--- config.mk ---
export PLATFORM = sky130hd
export DESIGN_NAME = DirectMappingCacheUnit
export DESIGN_NICKNAME = d
export VERILOG_FILES = /design/src/CachePkg.sv /design/src/DirectMappingCacheUnit.sv
export VERILOG_INCLUDE_DIRS = /design/src
export SDC_FILE = /design/constraint.sdc
export NUM_CORES = 2
export LEC_CHECK = 0
export ABC_AREA = 0
export CAP_MARGIN = 20
export CORE_ASPECT_RATIO = 1.1
export CORE_MARGIN = 2
export CORE_UTILIZATION = 44
export DETAILED_ROUTE_END_ITERATION = 8
export DONT_BUFFER_PORTS = 1
export GPL_TIMING_DRIVEN = 1
export PLACE_DENSITY = 0.64
export SLEW_MARGIN = 20
export SYNTH_ARGS = -nofsm -noshare
export SYNTH_HDL_FRONTEND = slang
export SYNTH_SLANG_ARGS = --single-unit
--- constraint.sdc ---
create_clock -name clock -period 2.2 [get_ports clock]
set_clock_uncertainty 0.1 [all_clocks]
set_input_delay 0.11 -clock clock [delete_from_list [all_inputs] [get_ports clock]]
set_output_delay 0.11 -clock clock [all_outputs]
set_load 0.02 [all_outputs]
--- src/cache_defs.svh ---
// cache geometry macros, included by every file that sizes a port or an array
`ifndef CACHE_DEFS_SVH
`define CACHE_DEFS_SVH

// address split: tag | index | offset
`define CACHE_TAG_WIDTH 8
`define CACHE_INDEX_WIDTH 3
`define CACHE_OFFSET_WIDTH 2

// one data word per offset
`define CACHE_DATA_WIDTH 32

// way number width, also the width of an lru age
`define CACHE_WAY_WIDTH 2

// derived counts
`define CACHE_SETS (1 << `CACHE_INDEX_WIDTH)
`define CACHE_WORDS (1 << `CACHE_OFFSET_WIDTH)
`define CACHE_WAYS (1 << `CACHE_WAY_WIDTH)

`endif

--- src/CachePkg.sv ---
// coherence state type shared by the cache rtl and its testbench, referenced by scoped name
package CachePkg;

	// line states of a snooping protocol
	// only invalid has a meaning inside the array, the others are stored as given
	typedef enum logic [1 : 0] {
		invalid   = 2'b00,
		shared    = 2'b01,
		exclusive = 2'b10,
		modified  = 2'b11
	} CoherenceState;

endpackage : CachePkg

--- src/DirectMappingCacheUnit.sv ---
// one way of the set-associative cache, with a cpu lookup/write port and a snoop port
`timescale 1ns/1ps
`include "cache_defs.svh"

module DirectMappingCacheUnit #(
	type StateType = CachePkg::CoherenceState,
	parameter StateType invalidState = CachePkg::invalid
)(
	input  logic                                clock,
	input  logic                                reset,

	// cpu side
	input  logic [`CACHE_INDEX_WIDTH - 1 : 0]   cpuIndex,
	input  logic [`CACHE_OFFSET_WIDTH - 1 : 0]  cpuOffset,
	input  logic [`CACHE_TAG_WIDTH - 1 : 0]     cpuTagIn,
	input  logic [`CACHE_DATA_WIDTH - 1 : 0]    cpuDataIn,
	input  StateType                            cpuStateIn,
	input  logic                                cpuWriteTag,
	input  logic                                cpuWriteData,
	input  logic                                cpuWriteState,
	output logic                                cpuHit,
	output logic [`CACHE_TAG_WIDTH - 1 : 0]     cpuTagOut,
	output logic [`CACHE_DATA_WIDTH - 1 : 0]    cpuDataOut,
	output StateType                            cpuStateOut,

	// snoop side
	input  logic [`CACHE_INDEX_WIDTH - 1 : 0]   snoopyIndex,
	input  logic [`CACHE_TAG_WIDTH - 1 : 0]     snoopyTagIn,
	input  StateType                            snoopyStateIn,
	input  logic                                snoopyWriteState,
	output logic                                snoopyHit,
	output StateType                            snoopyStateOut
);

	// per-set storage
	logic [`CACHE_TAG_WIDTH - 1 : 0]  tagArray   [`CACHE_SETS];
	StateType                         stateArray [`CACHE_SETS];
	logic [`CACHE_DATA_WIDTH - 1 : 0] dataArray  [`CACHE_SETS][`CACHE_WORDS];

	logic cpuValid;
	logic snoopyValid;

	// cpu lookup
	assign cpuValid    = (stateArray[cpuIndex] != invalidState);
	assign cpuHit      = cpuValid && (tagArray[cpuIndex] == cpuTagIn);
	assign cpuTagOut   = tagArray[cpuIndex];
	assign cpuDataOut  = dataArray[cpuIndex][cpuOffset];
	assign cpuStateOut = stateArray[cpuIndex];

	// snoop lookup, state only
	assign snoopyValid    = (stateArray[snoopyIndex] != invalidState);
	assign snoopyHit      = snoopyValid && (tagArray[snoopyIndex] == snoopyTagIn);
	assign snoopyStateOut = stateArray[snoopyIndex];

	always_ff @(posedge clock) begin
		if (reset) begin
			for (int s = 0; s < `CACHE_SETS; s++) begin
				tagArray[s]   <= '0;
				stateArray[s] <= invalidState;
				for (int o = 0; o < `CACHE_WORDS; o++) begin
					dataArray[s][o] <= '0;
				end
			end
		end else begin
			if (cpuWriteTag) begin
				tagArray[cpuIndex] <= cpuTagIn;
			end
			// only the addressed word of the line
			if (cpuWriteData) begin
				dataArray[cpuIndex][cpuOffset] <= cpuDataIn;
			end
			if (cpuWriteState) begin
				stateArray[cpuIndex] <= cpuStateIn;
			end
			// snoop write comes last, so it wins when both hit the same set
			if (snoopyWriteState) begin
				stateArray[snoopyIndex] <= snoopyStateIn;
			end
		end
	end

endmodule : DirectMappingCacheUnit

* Word level (Yosys, flattened, before mapping)
Memories as Yosys holds them, arrays and structs flattened. Index checks and enable logic that the tools add are counted.
Word-level totals: flip-flop bits (word level) 0, RAM bits 1104, memories kept 3
Cells by class: $lt $le $gt $ge 2, equal/unequal tests 2, muxes and demuxes 31, bitwise gates (word level) 1, reductions and logical operators 9
Memories:
- dataArray | words 8, width 128, rd ports 1, clocked after Yosys merged registers in 0, wr ports 8, RTL line DirectMappingCacheUnit.sv:38 | logic [`CACHE_DATA_WIDTH - 1 : 0] dataArray [`CACHE_SETS][`CACHE_WORDS];
- tagArray | words 8, width 8, rd ports 2, clocked after Yosys merged registers in 0, wr ports 8, RTL line DirectMappingCacheUnit.sv:36 | logic [`CACHE_TAG_WIDTH - 1 : 0] tagArray [`CACHE_SETS];
- stateArray | words 8, width 2, rd ports 2, clocked after Yosys merged registers in 0, wr ports 8, RTL line DirectMappingCacheUnit.sv:37 | StateType stateArray [`CACHE_SETS];
Operators with widths (number):
- $mux W128 | 3
- $reduce_or A128 Y1 | 1
- $mux W32 | 3
- $bmux W32 S2 | 1
- $demux W32 S2 | 1
- $eq A8 B8 Y1 | 2
- $mux W1 | 16
- $mux W3 | 4
- $mux W8 | 1
- $reduce_or A8 Y1 | 1
- $mux W2 | 2
- $reduce_bool A2 Y1 | 2
- $reduce_or A2 Y1 | 2
- $ge A3 B3 Y1 const B | 1
- $logic_and A1 B1 Y1 | 3
- $lt A3 B1 Y1 const B | 1
- $not A2 Y3 | 1

* Depth between registers and ports, before layout
word-level depth 8, depth in mapped cells 10, gate-level depth less buffers 5

* Worst setup path after synthesis
Ideal clock, no wire load.
path type input-to-output, from input port cpuIndex[2], to output port cpuDataOut[0], arrival time 2.035 ns, required time 1.990 ns, path slack -0.045 ns, stages on the path 8, path buffers 5, path through buf_2 > buf_4 > buf_4 > buf_2 > buf_4 > o21ai_0 > a21oi_1 > o41ai_1
Between the ends: word-level cells in the longest chain between the ends 4
RTL lines:
- start, declared | RTL line DirectMappingCacheUnit.sv:13 | input logic [`CACHE_INDEX_WIDTH - 1 : 0] cpuIndex,
- $mem_v2 Z8 W128
- $bmux W32 S2 | RTL line DirectMappingCacheUnit.sv:47 | assign cpuDataOut = dataArray[cpuIndex][cpuOffset];
- $mux W32 (not written as such) (2 in series) | RTL line DirectMappingCacheUnit.sv:47
- end, declared | RTL line DirectMappingCacheUnit.sv:23 | output logic [`CACHE_DATA_WIDTH - 1 : 0] cpuDataOut,
No other way between the ends. The select of a mux whose other input is x is not followed.

==> out/results.txt <==
status: complete, but fails checks
violated checks: setup timing
crit-path max cell delay: 0.50 ns
final non-filler cell total: 5,522
total die area: 120,000 um2
worst rel slew slack: 20.4%
DP HPWL: 105 mm
number of remaining DRC errors: 0
critical-path cell list: mux4_2, mux2_4, or4b_4, o2111ai_4, nor3_2, buf_4
Initial Util: 44.4%
post-route cell area: 60,800 um2
critical path startpoint category: flip-flop
Rows: 131
initial antenna violation count: 16
slew at the pin with the worst max-slew slack: 1.19 ns
clock root buffer: clkbuf_16
WL/cell: 34.3 um
mapped cell area: 51,600 um2
Seq/Total Area, Yosys: 64.2%
placement-stage cell area: 55,300 um2
antenna viol nets, final: 0
maximum vdd drop: 654 uV
Placed Cells incl. Taps: 5,255
LEAKAGE: 21.4 nW
PwrDens: 785 nW/um2
Simple-Gate Fraction of Synth Area: 16.0%
Top Ports: 112
layout cells sized above 1: 22.7%
Hold WS: 0.0608 ns
Setup CP Type: flip-flop to output port
Syn Area/Cell: 13.6 um2
post-synth cell types: 67
number of flops mapped to enable cells by yosys: 1,104
Routed WL: 190 mm
1st-iter DRT viols: 5,436
xor/xnor share of the synthesized area: 0.254%
CTS clk-pin slew, worst paths: 0.06 ns
CTS max path bufs: 3
DP Worst Slack: -0.0943 ns
via-per-instance ratio: 6.42
Arr. time, crit path: 2.71 ns
Crit-path slowest cell: or4b_4
Final period util: 133%
count of final hold-check violations: 0
#FFs+latches synth: 1,104
RePlAce Congestion: 0.873
final setup fails: 223
Setup TNS: -29.01 ns
unrepaired setup endpoints after global routing: yes
Num CTS Buffers: 111
yosys synthesis warning count: 0
# fillers: 9,478
min-delay worst type: input pin to flip-flop
largest net degree at the start of global routing: 272
asr flop ratio synth: 0%
CTS tree: yes
maxcap violations: 0
post-synthesis adder-cell area fraction: 0%
required time of the critical path: 1.99 ns
via count: 35,500
largest family of logic cells by synthesized area: simple AND/OR/NAND/NOR gates
TritonRoute pass-1 iters: 6
remaining global-route overflow: 0
compound-cell area share of the yosys netlist: 8.98%
Port Buffers: 0
ys flop type: edfxtp_1
Synth Instances: 3,797
CP Max Fanout: 2
min cycle time layout: 2.92 ns
Total GRT Usage: 31.5%
first-pass GRT wire length: 265 mm
chip height: 363 um
H-tree levels: 3
max frequency: 342 MHz
number of global-route vias before repair: 34,600
Final #Nets: 3,966
clock sink count: 1,104
die width: 331 um
syn nets: 3,863
Syn-to-layout area delta: 17.8%
Pins Over Slew Limit: 0
setup ws final: -0.723 ns
post-synthesis mux area share: 7.29%
core area: 116,000 um2
crit end category: output port
-- layer usage --
metal / up-vias / wire [um] / track usage [%]
met5: - / 55 / 0
li1: 14300 / - / -
met4: 8 / 11100 / 16.1
met1: 18000 / 68200 / 41.1
met2: 2604 / 87400 / 49.2
met3: 625 / 23000 / 7.10
-- metrics by stage --
| stage | power (mW) | utilization, % |
|---|---|---|
| finish | 47.7 | 52.3 |
| global route | 48.8 | 52.3 |
| CTS | 47.5 | 51.9 |
| detailed placement | 29.0 | 47.6 |
| global placement | 29.0 | 47.6 |
| floorplan | 27.4 | - |
-- power breakdown --
group	switching [mW]	internal [mW]	leakage [nW]
clock	8.31	9.90	1.67
combinational	2.99	1.90	9.26
sequential	0.357	24.3	10.5
-- registers in the layout (all words and copies together), names as in the netlist --
register,count
tagArray,64
stateArray,16
dataArray,1024
-- path summary, 6_finish.rpt --
check / from / endpoint / slack, ns / cells after the start
hold / removal: cpuWriteTag / tagArray[6][1] / 0.06 / 4
setup / recovery: stateArray[3][1] / cpuHit / -0.72 / 6
-- layout make-up --
type                            count  area (um2)  area share, %
Timing Repair Buffer              368        3870           6.37
Tap cell                         1529        1910           3.15
Clock buffer                      132        2920           4.80
Inverter                            6        26.3         0.0432
Clock inverter                     70         489          0.804
Sequential cell                  1104       33200           54.5
Antenna cell                        4        10.0         0.0165
Multi-Input combinational cell   2309       18400           30.3
-- cells in the final DEF, fill, tap and decap left out, types with 27 or more instances in the layout --
cell           netlist  final
o2bb2ai_1           35     31
or2_2               44     44
a221oi_2             0     41
mux2i_1            118    111
edfxtp_1          1104   1104
a221o_1             49     49
a22oi_1             83     80
buf_12               0     68
buf_6                8     27
nor2_1             101     56
buf_4               28    205
and2_1            1099   1097
mux4_2              47     48
clkinv_1             0     34
clkbuf_16            0    114
o21ai_0             70     31
mux2_2             133    103
nor2_4               0     35
mux2_4               0     30
a221oi_1           106     50
a21oi_1             81     75
nand2_1             84     84
dlygate4sd3_1        0     64
-- synth_stat cells (47+ instances only) --
library cell  count  area [um2]
mux2i_1         118        1180
mux2_2          133        1500
a221oi_1        106         928
nand2_1          84         315
a21oi_1          81         405
clkbuf_1        251         942
a22oi_1          83         623
mux4_2           47        1060
o21ai_0          70         350
nor2_1          101         379
edfxtp_1       1104       33200
buf_2            73         365
and2_1         1099        6880
a221o_1          49         490
-- cell families after synthesis --
logic type,Yosys count
AO/OA/AOI/OAI,606
XOR/XNOR,15
buffers and inverters,384
flip-flops,1104
multiplexers,299
AND/OR/NAND/NOR,1389
-- worst max-delay path, delay by kind of cell (launching register included) --
kind | cells | cell delay [ns]
AOI/OAI and AO/OA | 1 | 0.09
buffers and inverters | 1 | 0.15
DFF | 1 | 0.42
muxes | 2 | 0.78
and+or+nand+nor | 2 | 0.56
-- what timing repair did --
item / CTS / global route
pin swaps: 94 / 70
hold buffers: 68 / 3
hold endpoints to repair: 1823 / 48
buffers inserted: 5 / 1
setup endpoints to repair: 41 / 47
resized for setup: 221 / 84
(Power assumes the default switching activity.)
